===== src/logic/rvPkg.sv =====
package rvPkg;

    // operands, pcs, immediates and results
    typedef logic [31:0] dataWord;

    // register file index
    typedef logic [4:0] regAddr;

    // shift amount comes from the low 5 bits of operand b
    typedef enum logic [2:0] {
        aluAdd = 3'd0,
        aluSub = 3'd1,
        aluAnd = 3'd2,
        aluOr  = 3'd3,
        aluXor = 3'd4,
        aluSlt = 3'd5,
        aluSll = 3'd6,
        aluSrl = 3'd7
    } aluOp;

    // blt compares signed
    typedef enum logic [1:0] {
        brNone = 2'd0,
        brBeq  = 2'd1,
        brBne  = 2'd2,
        brBlt  = 2'd3
    } branchKind;

    typedef enum logic [1:0] {
        jmpNone = 2'd0,
        jmpJal  = 2'd1,
        jmpJalr = 2'd2
    } jumpKind;

    // selects what writeback takes as the register result
    typedef enum logic [1:0] {
        resAlu     = 2'd0,
        resMem     = 2'd1,
        resPcPlus4 = 2'd2
    } resultKind;

    // operand source picked by forwarding
    typedef enum logic [1:0] {
        fwdRegFile = 2'd0,
        fwdFromMem = 2'd1,
        fwdFromWb  = 2'd2
    } fwdSel;

endpackage


===== src/logic/aluUnit.sv =====
module aluUnit #(
    parameter int dataWidth = 32
) (
    input  rvPkg::dataWord  srcAE,
    input  rvPkg::dataWord  writeDataE,
    input  rvPkg::dataWord  immExtE,
    input  logic            aluSrcE,
    input  rvPkg::aluOp     aluControlE,
    output rvPkg::dataWord  aluResultE
);

    localparam int shamtWidth = $clog2(dataWidth);

    rvPkg::dataWord          srcB;
    logic [shamtWidth-1:0]   shamt;
    logic                    lessThan;

    // immediate replaces the second register operand
    assign srcB = aluSrcE ? immExtE : writeDataE;

    assign shamt = srcB[shamtWidth-1:0];

    // signed compare for slt
    assign lessThan = $signed(srcAE) < $signed(srcB);

    always_comb begin
        case (aluControlE)
            rvPkg::aluAdd: begin
                aluResultE = srcAE + srcB;
            end
            rvPkg::aluSub: begin
                aluResultE = srcAE - srcB;
            end
            rvPkg::aluAnd: begin
                aluResultE = srcAE & srcB;
            end
            rvPkg::aluOr: begin
                aluResultE = srcAE | srcB;
            end
            rvPkg::aluXor: begin
                aluResultE = srcAE ^ srcB;
            end
            rvPkg::aluSlt: begin
                aluResultE = {{(dataWidth-1){1'b0}}, lessThan};
            end
            rvPkg::aluSll: begin
                aluResultE = srcAE << shamt;
            end
            rvPkg::aluSrl: begin
                // logical, zeros shift in from the top
                aluResultE = srcAE >> shamt;
            end
            default: begin
                aluResultE = {dataWidth{1'b0}};
            end
        endcase
    end

endmodule


===== src/logic/branchResolve.sv =====
module branchResolve #(
    parameter int dataWidth = 32
) (
    input  rvPkg::dataWord    srcAE,
    input  rvPkg::dataWord    writeDataE,
    input  rvPkg::dataWord    pcE,
    input  rvPkg::dataWord    immExtE,
    input  rvPkg::branchKind  branchTypeE,
    input  rvPkg::jumpKind    jumpTypeE,
    output logic              pcSrcE,
    output rvPkg::dataWord    pcTargetE
);

    localparam logic [dataWidth-1:0] clearBit0 = {{(dataWidth-1){1'b1}}, 1'b0};

    logic            isEqual;
    logic            isLess;
    logic            takeBranch;
    logic            isJump;
    logic            isJalr;
    rvPkg::dataWord  targetBase;
    rvPkg::dataWord  targetSum;

    // compare the forwarded operands, not the raw register file reads
    assign isEqual = srcAE == writeDataE;
    assign isLess  = $signed(srcAE) < $signed(writeDataE);

    always_comb begin
        case (branchTypeE)
            rvPkg::brBeq: takeBranch = isEqual;
            rvPkg::brBne: takeBranch = !isEqual;
            rvPkg::brBlt: takeBranch = isLess;
            default:      takeBranch = 1'b0;
        endcase
    end

    assign isJalr = jumpTypeE == rvPkg::jmpJalr;
    assign isJump = (jumpTypeE == rvPkg::jmpJal) || isJalr;

    assign pcSrcE = isJump || takeBranch;

    // dedicated adder, jalr is register relative
    assign targetBase = isJalr ? srcAE : pcE;
    assign targetSum  = targetBase + immExtE;

    assign pcTargetE = isJalr ? (targetSum & clearBit0) : targetSum;

endmodule


===== src/logic/exMemReg.sv =====
module exMemReg #(
    parameter int dataWidth    = 32,
    parameter int regAddrWidth = 5
) (
    input  logic              clk,
    input  logic              rstN,

    input  logic              regWriteE,
    input  rvPkg::resultKind  resultSrcE,
    input  logic              memWriteE,
    input  logic              byteAddrE,
    input  rvPkg::dataWord    aluResultE,
    input  rvPkg::dataWord    writeDataE,
    input  rvPkg::regAddr     rdE,
    input  rvPkg::dataWord    pcPlus4E,

    output logic              regWriteM,
    output rvPkg::resultKind  resultSrcM,
    output logic              memWriteM,
    output logic              byteAddrM,
    output rvPkg::dataWord    aluResultM,
    output rvPkg::dataWord    writeDataM,
    output rvPkg::regAddr     rdM,
    output rvPkg::dataWord    pcPlus4M
);

    // aluResultM and rdM double as the memory-stage forwarding source
    always_ff @(posedge clk or negedge rstN) begin
        if (!rstN) begin
            regWriteM  <= 1'b0;
            resultSrcM <= rvPkg::resAlu;
            memWriteM  <= 1'b0;
            byteAddrM  <= 1'b0;
            aluResultM <= {dataWidth{1'b0}};
            writeDataM <= {dataWidth{1'b0}};
            rdM        <= {regAddrWidth{1'b0}};
            pcPlus4M   <= {dataWidth{1'b0}};
        end else begin
            regWriteM  <= regWriteE;
            resultSrcM <= resultSrcE;
            memWriteM  <= memWriteE;
            byteAddrM  <= byteAddrE;
            aluResultM <= aluResultE;
            // store data is the forwarded rs2 value
            writeDataM <= writeDataE;
            rdM        <= rdE;
            pcPlus4M   <= pcPlus4E;
        end
    end

endmodule


===== src/logic/executeStage.sv =====
module executeStage #(
    parameter int dataWidth    = 32,
    parameter int regAddrWidth = 5
) (
    input  logic              clk,
    input  logic              rstN,
    input  logic              clr,

    input  logic              regWriteD,
    input  rvPkg::resultKind  resultSrcD,
    input  logic              memWriteD,
    input  logic              byteAddrD,
    input  rvPkg::jumpKind    jumpTypeD,
    input  rvPkg::branchKind  branchTypeD,
    input  rvPkg::aluOp       aluControlD,
    input  logic              aluSrcD,
    input  rvPkg::dataWord    rd1D,
    input  rvPkg::dataWord    rd2D,
    input  rvPkg::dataWord    pcD,
    input  rvPkg::regAddr     rs1D,
    input  rvPkg::regAddr     rs2D,
    input  rvPkg::regAddr     rdD,
    input  rvPkg::dataWord    immExtD,
    input  rvPkg::dataWord    pcPlus4D,

    // writeback forwarding source
    input  rvPkg::regAddr     rdW,
    input  logic              regWriteW,
    input  rvPkg::dataWord    resultW,

    output logic              pcSrcE,
    output rvPkg::dataWord    pcTargetE,

    output logic              regWriteM,
    output rvPkg::resultKind  resultSrcM,
    output logic              memWriteM,
    output logic              byteAddrM,
    output rvPkg::dataWord    aluResultM,
    output rvPkg::dataWord    writeDataM,
    output rvPkg::regAddr     rdM,
    output rvPkg::dataWord    pcPlus4M
);

    logic              regWriteE;
    rvPkg::resultKind  resultSrcE;
    logic              memWriteE;
    logic              byteAddrE;
    rvPkg::jumpKind    jumpTypeE;
    rvPkg::branchKind  branchTypeE;
    rvPkg::aluOp       aluControlE;
    logic              aluSrcE;
    rvPkg::dataWord    rd1E;
    rvPkg::dataWord    rd2E;
    rvPkg::dataWord    pcE;
    rvPkg::regAddr     rs1E;
    rvPkg::regAddr     rs2E;
    rvPkg::regAddr     rdE;
    rvPkg::dataWord    immExtE;
    rvPkg::dataWord    pcPlus4E;

    rvPkg::dataWord    srcAE;
    rvPkg::dataWord    writeDataE;
    rvPkg::dataWord    aluResultE;

    idExReg #(
        .dataWidth    (dataWidth),
        .regAddrWidth (regAddrWidth)
    ) uIdExReg (
        .clk, .rstN, .clr,
        .regWriteD, .resultSrcD, .memWriteD, .byteAddrD,
        .jumpTypeD, .branchTypeD, .aluControlD, .aluSrcD,
        .rd1D, .rd2D, .pcD, .rs1D, .rs2D, .rdD, .immExtD, .pcPlus4D,
        .regWriteE, .resultSrcE, .memWriteE, .byteAddrE,
        .jumpTypeE, .branchTypeE, .aluControlE, .aluSrcE,
        .rd1E, .rd2E, .pcE, .rs1E, .rs2E, .rdE, .immExtE, .pcPlus4E
    );

    // M-stage values feed back from the register below
    forwardUnit #(
        .dataWidth    (dataWidth),
        .regAddrWidth (regAddrWidth)
    ) uForwardUnit (
        .rs1E, .rs2E, .rdM, .rdW,
        .rd1E, .rd2E, .aluResultM, .resultW,
        .regWriteM, .regWriteW, .resultSrcM,
        .srcAE, .writeDataE
    );

    aluUnit #(
        .dataWidth (dataWidth)
    ) uAluUnit (
        .srcAE, .writeDataE, .immExtE, .aluSrcE, .aluControlE,
        .aluResultE
    );

    branchResolve #(
        .dataWidth (dataWidth)
    ) uBranchResolve (
        .srcAE, .writeDataE, .pcE, .immExtE, .branchTypeE, .jumpTypeE,
        .pcSrcE, .pcTargetE
    );

    exMemReg #(
        .dataWidth    (dataWidth),
        .regAddrWidth (regAddrWidth)
    ) uExMemReg (
        .clk, .rstN,
        .regWriteE, .resultSrcE, .memWriteE, .byteAddrE,
        .aluResultE, .writeDataE, .rdE, .pcPlus4E,
        .regWriteM, .resultSrcM, .memWriteM, .byteAddrM,
        .aluResultM, .writeDataM, .rdM, .pcPlus4M
    );

endmodule


===== src/logic/forwardUnit.sv =====
module forwardUnit #(
    parameter int dataWidth    = 32,
    parameter int regAddrWidth = 5
) (
    input  rvPkg::regAddr     rs1E,
    input  rvPkg::regAddr     rs2E,
    input  rvPkg::regAddr     rdM,
    input  rvPkg::regAddr     rdW,
    input  rvPkg::dataWord    rd1E,
    input  rvPkg::dataWord    rd2E,
    input  rvPkg::dataWord    aluResultM,
    input  rvPkg::dataWord    resultW,
    input  logic              regWriteM,
    input  logic              regWriteW,
    input  rvPkg::resultKind  resultSrcM,
    output rvPkg::dataWord    srcAE,
    output rvPkg::dataWord    writeDataE
);

    rvPkg::fwdSel selA;
    rvPkg::fwdSel selB;

    // memory stage beats writeback; x0 is never forwarded
    // loads in the memory stage are left to the hazard unit's stall
    function automatic rvPkg::fwdSel pickSource(input rvPkg::regAddr src);
        if (src == {regAddrWidth{1'b0}}) begin
            return rvPkg::fwdRegFile;
        end else if (regWriteM && resultSrcM == rvPkg::resAlu && rdM == src) begin
            return rvPkg::fwdFromMem;
        end else if (regWriteW && rdW == src) begin
            return rvPkg::fwdFromWb;
        end
        return rvPkg::fwdRegFile;
    endfunction

    function automatic logic [dataWidth-1:0] muxOperand(input rvPkg::fwdSel sel,
                                                        input rvPkg::dataWord regVal);
        case (sel)
            rvPkg::fwdFromMem: return aluResultM;
            rvPkg::fwdFromWb:  return resultW;
            default:           return regVal;
        endcase
    endfunction

    always_comb begin
        selA       = pickSource(rs1E);
        selB       = pickSource(rs2E);
        srcAE      = muxOperand(selA, rd1E);
        writeDataE = muxOperand(selB, rd2E);
    end

endmodule


===== src/logic/idExReg.sv =====
module idExReg #(
    parameter int dataWidth    = 32,
    parameter int regAddrWidth = 5
) (
    input  logic              clk,
    input  logic              rstN,
    input  logic              clr,

    input  logic              regWriteD,
    input  rvPkg::resultKind  resultSrcD,
    input  logic              memWriteD,
    input  logic              byteAddrD,
    input  rvPkg::jumpKind    jumpTypeD,
    input  rvPkg::branchKind  branchTypeD,
    input  rvPkg::aluOp       aluControlD,
    input  logic              aluSrcD,
    input  rvPkg::dataWord    rd1D,
    input  rvPkg::dataWord    rd2D,
    input  rvPkg::dataWord    pcD,
    input  rvPkg::regAddr     rs1D,
    input  rvPkg::regAddr     rs2D,
    input  rvPkg::regAddr     rdD,
    input  rvPkg::dataWord    immExtD,
    input  rvPkg::dataWord    pcPlus4D,

    output logic              regWriteE,
    output rvPkg::resultKind  resultSrcE,
    output logic              memWriteE,
    output logic              byteAddrE,
    output rvPkg::jumpKind    jumpTypeE,
    output rvPkg::branchKind  branchTypeE,
    output rvPkg::aluOp       aluControlE,
    output logic              aluSrcE,
    output rvPkg::dataWord    rd1E,
    output rvPkg::dataWord    rd2E,
    output rvPkg::dataWord    pcE,
    output rvPkg::regAddr     rs1E,
    output rvPkg::regAddr     rs2E,
    output rvPkg::regAddr     rdE,
    output rvPkg::dataWord    immExtE,
    output rvPkg::dataWord    pcPlus4E
);

    localparam logic [dataWidth-1:0]    zeroWord = {dataWidth{1'b0}};
    localparam logic [regAddrWidth-1:0] zeroAddr = {regAddrWidth{1'b0}};

    // a flush loads an all-zero bubble: no write, no store, no redirect
    always_ff @(posedge clk or negedge rstN) begin
        if (!rstN) begin
            regWriteE   <= 1'b0;
            resultSrcE  <= rvPkg::resAlu;
            memWriteE   <= 1'b0;
            byteAddrE   <= 1'b0;
            jumpTypeE   <= rvPkg::jmpNone;
            branchTypeE <= rvPkg::brNone;
            aluControlE <= rvPkg::aluAdd;
            aluSrcE     <= 1'b0;
            rd1E        <= zeroWord;
            rd2E        <= zeroWord;
            pcE         <= zeroWord;
            rs1E        <= zeroAddr;
            rs2E        <= zeroAddr;
            rdE         <= zeroAddr;
            immExtE     <= zeroWord;
            pcPlus4E    <= zeroWord;
        end else begin
            regWriteE   <= clr ? 1'b0 : regWriteD;
            resultSrcE  <= clr ? rvPkg::resAlu : resultSrcD;
            memWriteE   <= clr ? 1'b0 : memWriteD;
            byteAddrE   <= clr ? 1'b0 : byteAddrD;
            jumpTypeE   <= clr ? rvPkg::jmpNone : jumpTypeD;
            branchTypeE <= clr ? rvPkg::brNone : branchTypeD;
            aluControlE <= clr ? rvPkg::aluAdd : aluControlD;
            aluSrcE     <= clr ? 1'b0 : aluSrcD;
            rd1E        <= clr ? zeroWord : rd1D;
            rd2E        <= clr ? zeroWord : rd2D;
            pcE         <= clr ? zeroWord : pcD;
            rs1E        <= clr ? zeroAddr : rs1D;
            rs2E        <= clr ? zeroAddr : rs2D;
            rdE         <= clr ? zeroAddr : rdD;
            immExtE     <= clr ? zeroWord : immExtD;
            pcPlus4E    <= clr ? zeroWord : pcPlus4D;
        end
    end

endmodule


===== config.mk =====
export PLATFORM = sky130hd
export DESIGN_NAME = executeStage
export DESIGN_NICKNAME = d
export VERILOG_FILES = /design/src/logic/rvPkg.sv /design/src/logic/aluUnit.sv /design/src/logic/branchResolve.sv /design/src/logic/exMemReg.sv /design/src/logic/executeStage.sv /design/src/logic/forwardUnit.sv /design/src/logic/idExReg.sv
export SDC_FILE = /design/constraint.sdc
export NUM_CORES = 1
export LEC_CHECK = 0
export BUFFER_PORTS_ARGS = -buffer_cell sky130_fd_sc_hd__buf_4
export CAP_MARGIN = 40
export CORE_MARGIN = 2
export CORE_UTILIZATION = 40
export DETAILED_ROUTE_END_ITERATION = 10
export PLACE_DENSITY_LB_ADDON = 0.2
export SYNTH_ARGS = -nofsm -noshare
export SYNTH_HDL_FRONTEND = slang
export SYNTH_SLANG_ARGS = --single-unit

===== constraint.sdc =====
create_clock -name clk -period 22.1 [get_ports clk]
set_input_delay 5.525 -clock clk [delete_from_list [all_inputs] [get_ports clk]]
set_output_delay 5.525 -clock clk [all_outputs]
set_load 0.03 [all_outputs]

==> flow_metrics.tcl <==
set metrics [dict create \
    status "finished clean" \
    overflow 0 \
    synth_area_um2 20700 \
    cp_cell_sequence "buf_4 > xor2_1 > nor4_1 > o211a_2 > buf_4 > nor2_4 > a21oi_2 > a21oi_1 > ha_1 > fa_1 > a21o_1 > a21oi_1 > o21ai_0 > a21oi_1 > o21bai_1 > a221oi_1 > o21ai_0 > a21oi_1 > a21oi_1 > a311oi_1 > a21oi_1 > xor2_1 > buf_4" \
    fin_setup_tns_ns 0 \
    power.internal_mw 1.19 \
    synth_top_flop_cell "dfrtp_1" \
    postCtsSetupBuffers 0 \
    yosysTopAreaCellShare 0.356 \
    die-height_um 231 \
    routabilityCongestion 1.01 \
    core_area_um2 51200 \
    synth_edf_count 0 \
    grt_start_max_net_pins 173 \
    worstPathArrival_ns 11.83 \
    crit_required_ns 16.58 \
    cts_resized 0 \
    path_max_fanout 41 \
    die_x_um 231 \
    async_flop_share 1.00 \
    end_kind "output port" \
    vias 19328 \
    synth_top_area_cell "dfrtp_1" \
    start_util 0.404 \
    clock_latency_ns 0.56 \
    cts_tree "built" \
    fin_skew_ns 0.0340 \
    finalHoldViolations 0 \
    maxSlewHeadroom 0.349 \
    slowest_delay_ns 0.56 \
    setup_violations 0 \
    cts_buffer_depth 3 \
    cpMaxStageDelayCell "a221oi_1" \
    max_cap_viol_count 0 \
    finalCritPeriodShare 0.785 \
    ys_top_cells_by_area "dfrtp_1 (36%), ha_1 (9.7%), nor2b_1 (6.4%)" \
    utilization 0.494 \
    pwr-share-seq 0.328 \
    yosysMostFrequentCell "dfrtp_1" \
    syn_to_final_growth_pct 22.4 \
    tightest_slew_ns 0.977 \
    boundaryPins 368 \
    synth_fp_nets 2643 \
    swShare 0.367 \
    grt_pass1_wl_mm 129 \
    clkPwrFrac 0.337 \
    syn_area_per_cell_um2 9.19 \
    power.leakage_nw 12.2 \
    port_buffers 367 \
    postRouteWirelength_mm 89.2 \
    numCtsBuffers 35 \
    drv_slew 0 \
    die_area_um2 53500 \
    cts.clk_slew.worst_paths_ns 0.06 \
    cp-start-kind "primary input" \
    grtUsageTotal 0.328 \
    layout_min_cycle_time_ns 17.36 \
    viasPerCell 5.95 \
    cts_hold_buffers 0 \
    drt_iter0_drc 2080 \
    layout.nets 2936 \
    rows 83 \
    synth_common_cells "dfrtp_1 (294), nor2b_1 (211), nor2_1 (171), a21oi_1 (162), ha_1 (160)" \
    path_class "in -> out" \
    syn_inst 2251 \
    combPwrFrac 0.335 \
    switching_power_uw 690 \
    wire_per_inst_um 27.4 \
    ys_types 99 \
    grt_pass1_vias 19299 \
    ant_nets 0 \
    synth_seq_cells 294 \
    dp_hpwl_mm 69.2 \
    first_pass_iters 5 \
    cts_num_sinks 294 \
    drive_gt1_frac 0.215 \
    ir_drop_uv 62.2 \
    yosysWarnings 0 \
    cts-root-buf "clkbuf_16" \
    route.detailed.drc 0 \
    h-tree-depth 2 \
    powerDensity_nw_per_um2 74.3 \
    rsz0062_at_grt "false" \
    antenna_found_initial 4 \
    crit_path_frequent_cell "a21oi_1" \
    ys_seq_area_frac 0.356 \
    max_freq_mhz 57.6 \
    hold_class "reg -> reg" \
]
[worst paths after layout]
kind / start / cells after the start / endpoint / slack (ns)
min in group asynchronous: rstN / 1 / uExMemReg.writeDataM[14] / 5.08
worst max-delay path: rdW[0] / 23 / pcTargetE[30] / 4.74
worst min-delay path: uIdExReg.pcPlus4E[8] / 0 / uExMemReg.pcPlus4M[8] / 0.35
worst max register to register: uIdExReg.rs2E[1] / 22 / uExMemReg.aluResultM[31] / 14.34
worst min register to register: uIdExReg.pcPlus4E[8] / 0 / uExMemReg.pcPlus4M[8] / 0.35
max in group asynchronous: rstN / 2 / uExMemReg.writeDataM[2] / 15.54
[placed cells by master (no fill, tap or decap), types with 7 or more instances in the layout]
| cell | synthesis | final |
|---|---|---|
| mux2_2 | 37 | 37 |
| or3_1 | 12 | 12 |
| o31ai_1 | 7 | 7 |
| o21ai_1 | 8 | 8 |
| o21ai_0 | 90 | 90 |
| ha_1 | 160 | 159 |
| a221o_1 | 37 | 37 |
| a221oi_1 | 11 | 11 |
| nor2b_1 | 211 | 211 |
| nand3_1 | 22 | 21 |
| xor2_1 | 20 | 20 |
| buf_4 | 5 | 390 |
| mux2i_1 | 112 | 112 |
| dfrtp_1 | 294 | 293 |
| nor2_1 | 171 | 170 |
| a22oi_1 | 32 | 32 |
| clkbuf_16 | 0 | 36 |
| o21bai_1 | 14 | 13 |
| a21oi_2 | 9 | 10 |
| a31oi_1 | 23 | 23 |
| a21o_1 | 49 | 49 |
| o221ai_1 | 11 | 11 |
| a211oi_1 | 19 | 19 |
| o211ai_1 | 22 | 22 |
| xnor2_1 | 59 | 59 |
| nor3_1 | 22 | 20 |
| o22ai_1 | 27 | 27 |
| a21oi_1 | 162 | 161 |
| nand2b_1 | 25 | 25 |
| a22o_1 | 25 | 25 |
| nand4_1 | 17 | 17 |
| nand2_1 | 105 | 105 |
| nor3b_1 | 10 | 10 |
| inv_1 | 125 | 125 |
| clkbuf_8 | 0 | 8 |
| and3_1 | 32 | 32 |
[routing by layer]
layer / GRT usage / vias up / part of all wire
li1: - / 8601 / -
met1: 0.449 / 9579 / 0.42
met4: 0.103 / 0 / 0.031
met5: 0 / - / 0
met3: 0.101 / 123 / 0.11
met2: 0.494 / 1025 / 0.44
[final cells by class]
class / count / area [um^2]
inverters: 130 / 488
clock buffers: 49 / 1030
clock inverters: 14 / 245
multi-input cells: 1685 / 12300
flip-flops and latches: 294 / 7360
diodes: 1 / 2.50
repair buffers: 398 / 3070
well taps: 680 / 851
fillers: 4773 / 25900
[critical path: cells and delay by family]
kind | cells | cell delay, ns
xor gates and xnor gates | 2 | 0.34
AOI/OAI and AO/OA | 14 | 3.93
and+or+nand+nor | 2 | 0.60
adders and majority gates | 2 | 0.67
buffers and inverters | 3 | 0.77
[sequential cells by signal, summed over array words and instances, names as in the netlist, 2 cells and up]
name,cells
uExMemReg.aluResultM,32
uExMemReg.pcPlus4M,32
uExMemReg.writeDataM,32
uIdExReg.immExtE,32
uIdExReg.pcE,32
uIdExReg.pcPlus4E,32
uIdExReg.rd1E,32
uIdExReg.rd2E,32
uExMemReg.rdM,5
uIdExReg.rdE,5
uIdExReg.rs1E,5
uIdExReg.rs2E,5
uIdExReg.aluControlE,3
uExMemReg.resultSrcM,2
uIdExReg.branchTypeE,2
uIdExReg.jumpTypeE,2
uIdExReg.resultSrcE,2
[power by group through the flow]
| stage | sequential (mW) | clock (mW) | combinational (mW) |
|---|---|---|---|
| CTS | 0.615 | 0.643 | 0.619 |
| global placement | 0.626 | 0 | 0.613 |
| global route | 0.619 | 0.665 | 0.667 |
| finish | 0.617 | 0.633 | 0.631 |
| detailed placement | 0.624 | 0 | 0.616 |
| floorplan | 0.647 | 0 | 0.330 |
[cell families after synthesis]
family,after synthesis,synth area share
DFF,294,0.356
buffers and inverters,272,0.0535
AOI/OAI and AO/OA,628,0.210
muxes,155,0.0809
and+or+nand+nor,660,0.167
xor gates and xnor gates,79,0.0335
adders and majority gates,163,0.0997
[per-stage QoR]
step	total power [mW]	std cells	area [um^2]	worst slack, ns	hold slack, ns
6_report	1.88	3251	25300	4.74	0.347
5_1_grt	1.95	3251	25300	4.38	0.350
4_1_cts	1.88	3250	25300	4.87	0.344
3_5_place_dp	1.24	3187	24000	4.90	0.336
3_3_place_gp	1.24	3181	23900	4.91	0.332
2_1_floorplan	0.978	2251	20700	6.34	0.331
(Power assumes the default switching activity.)
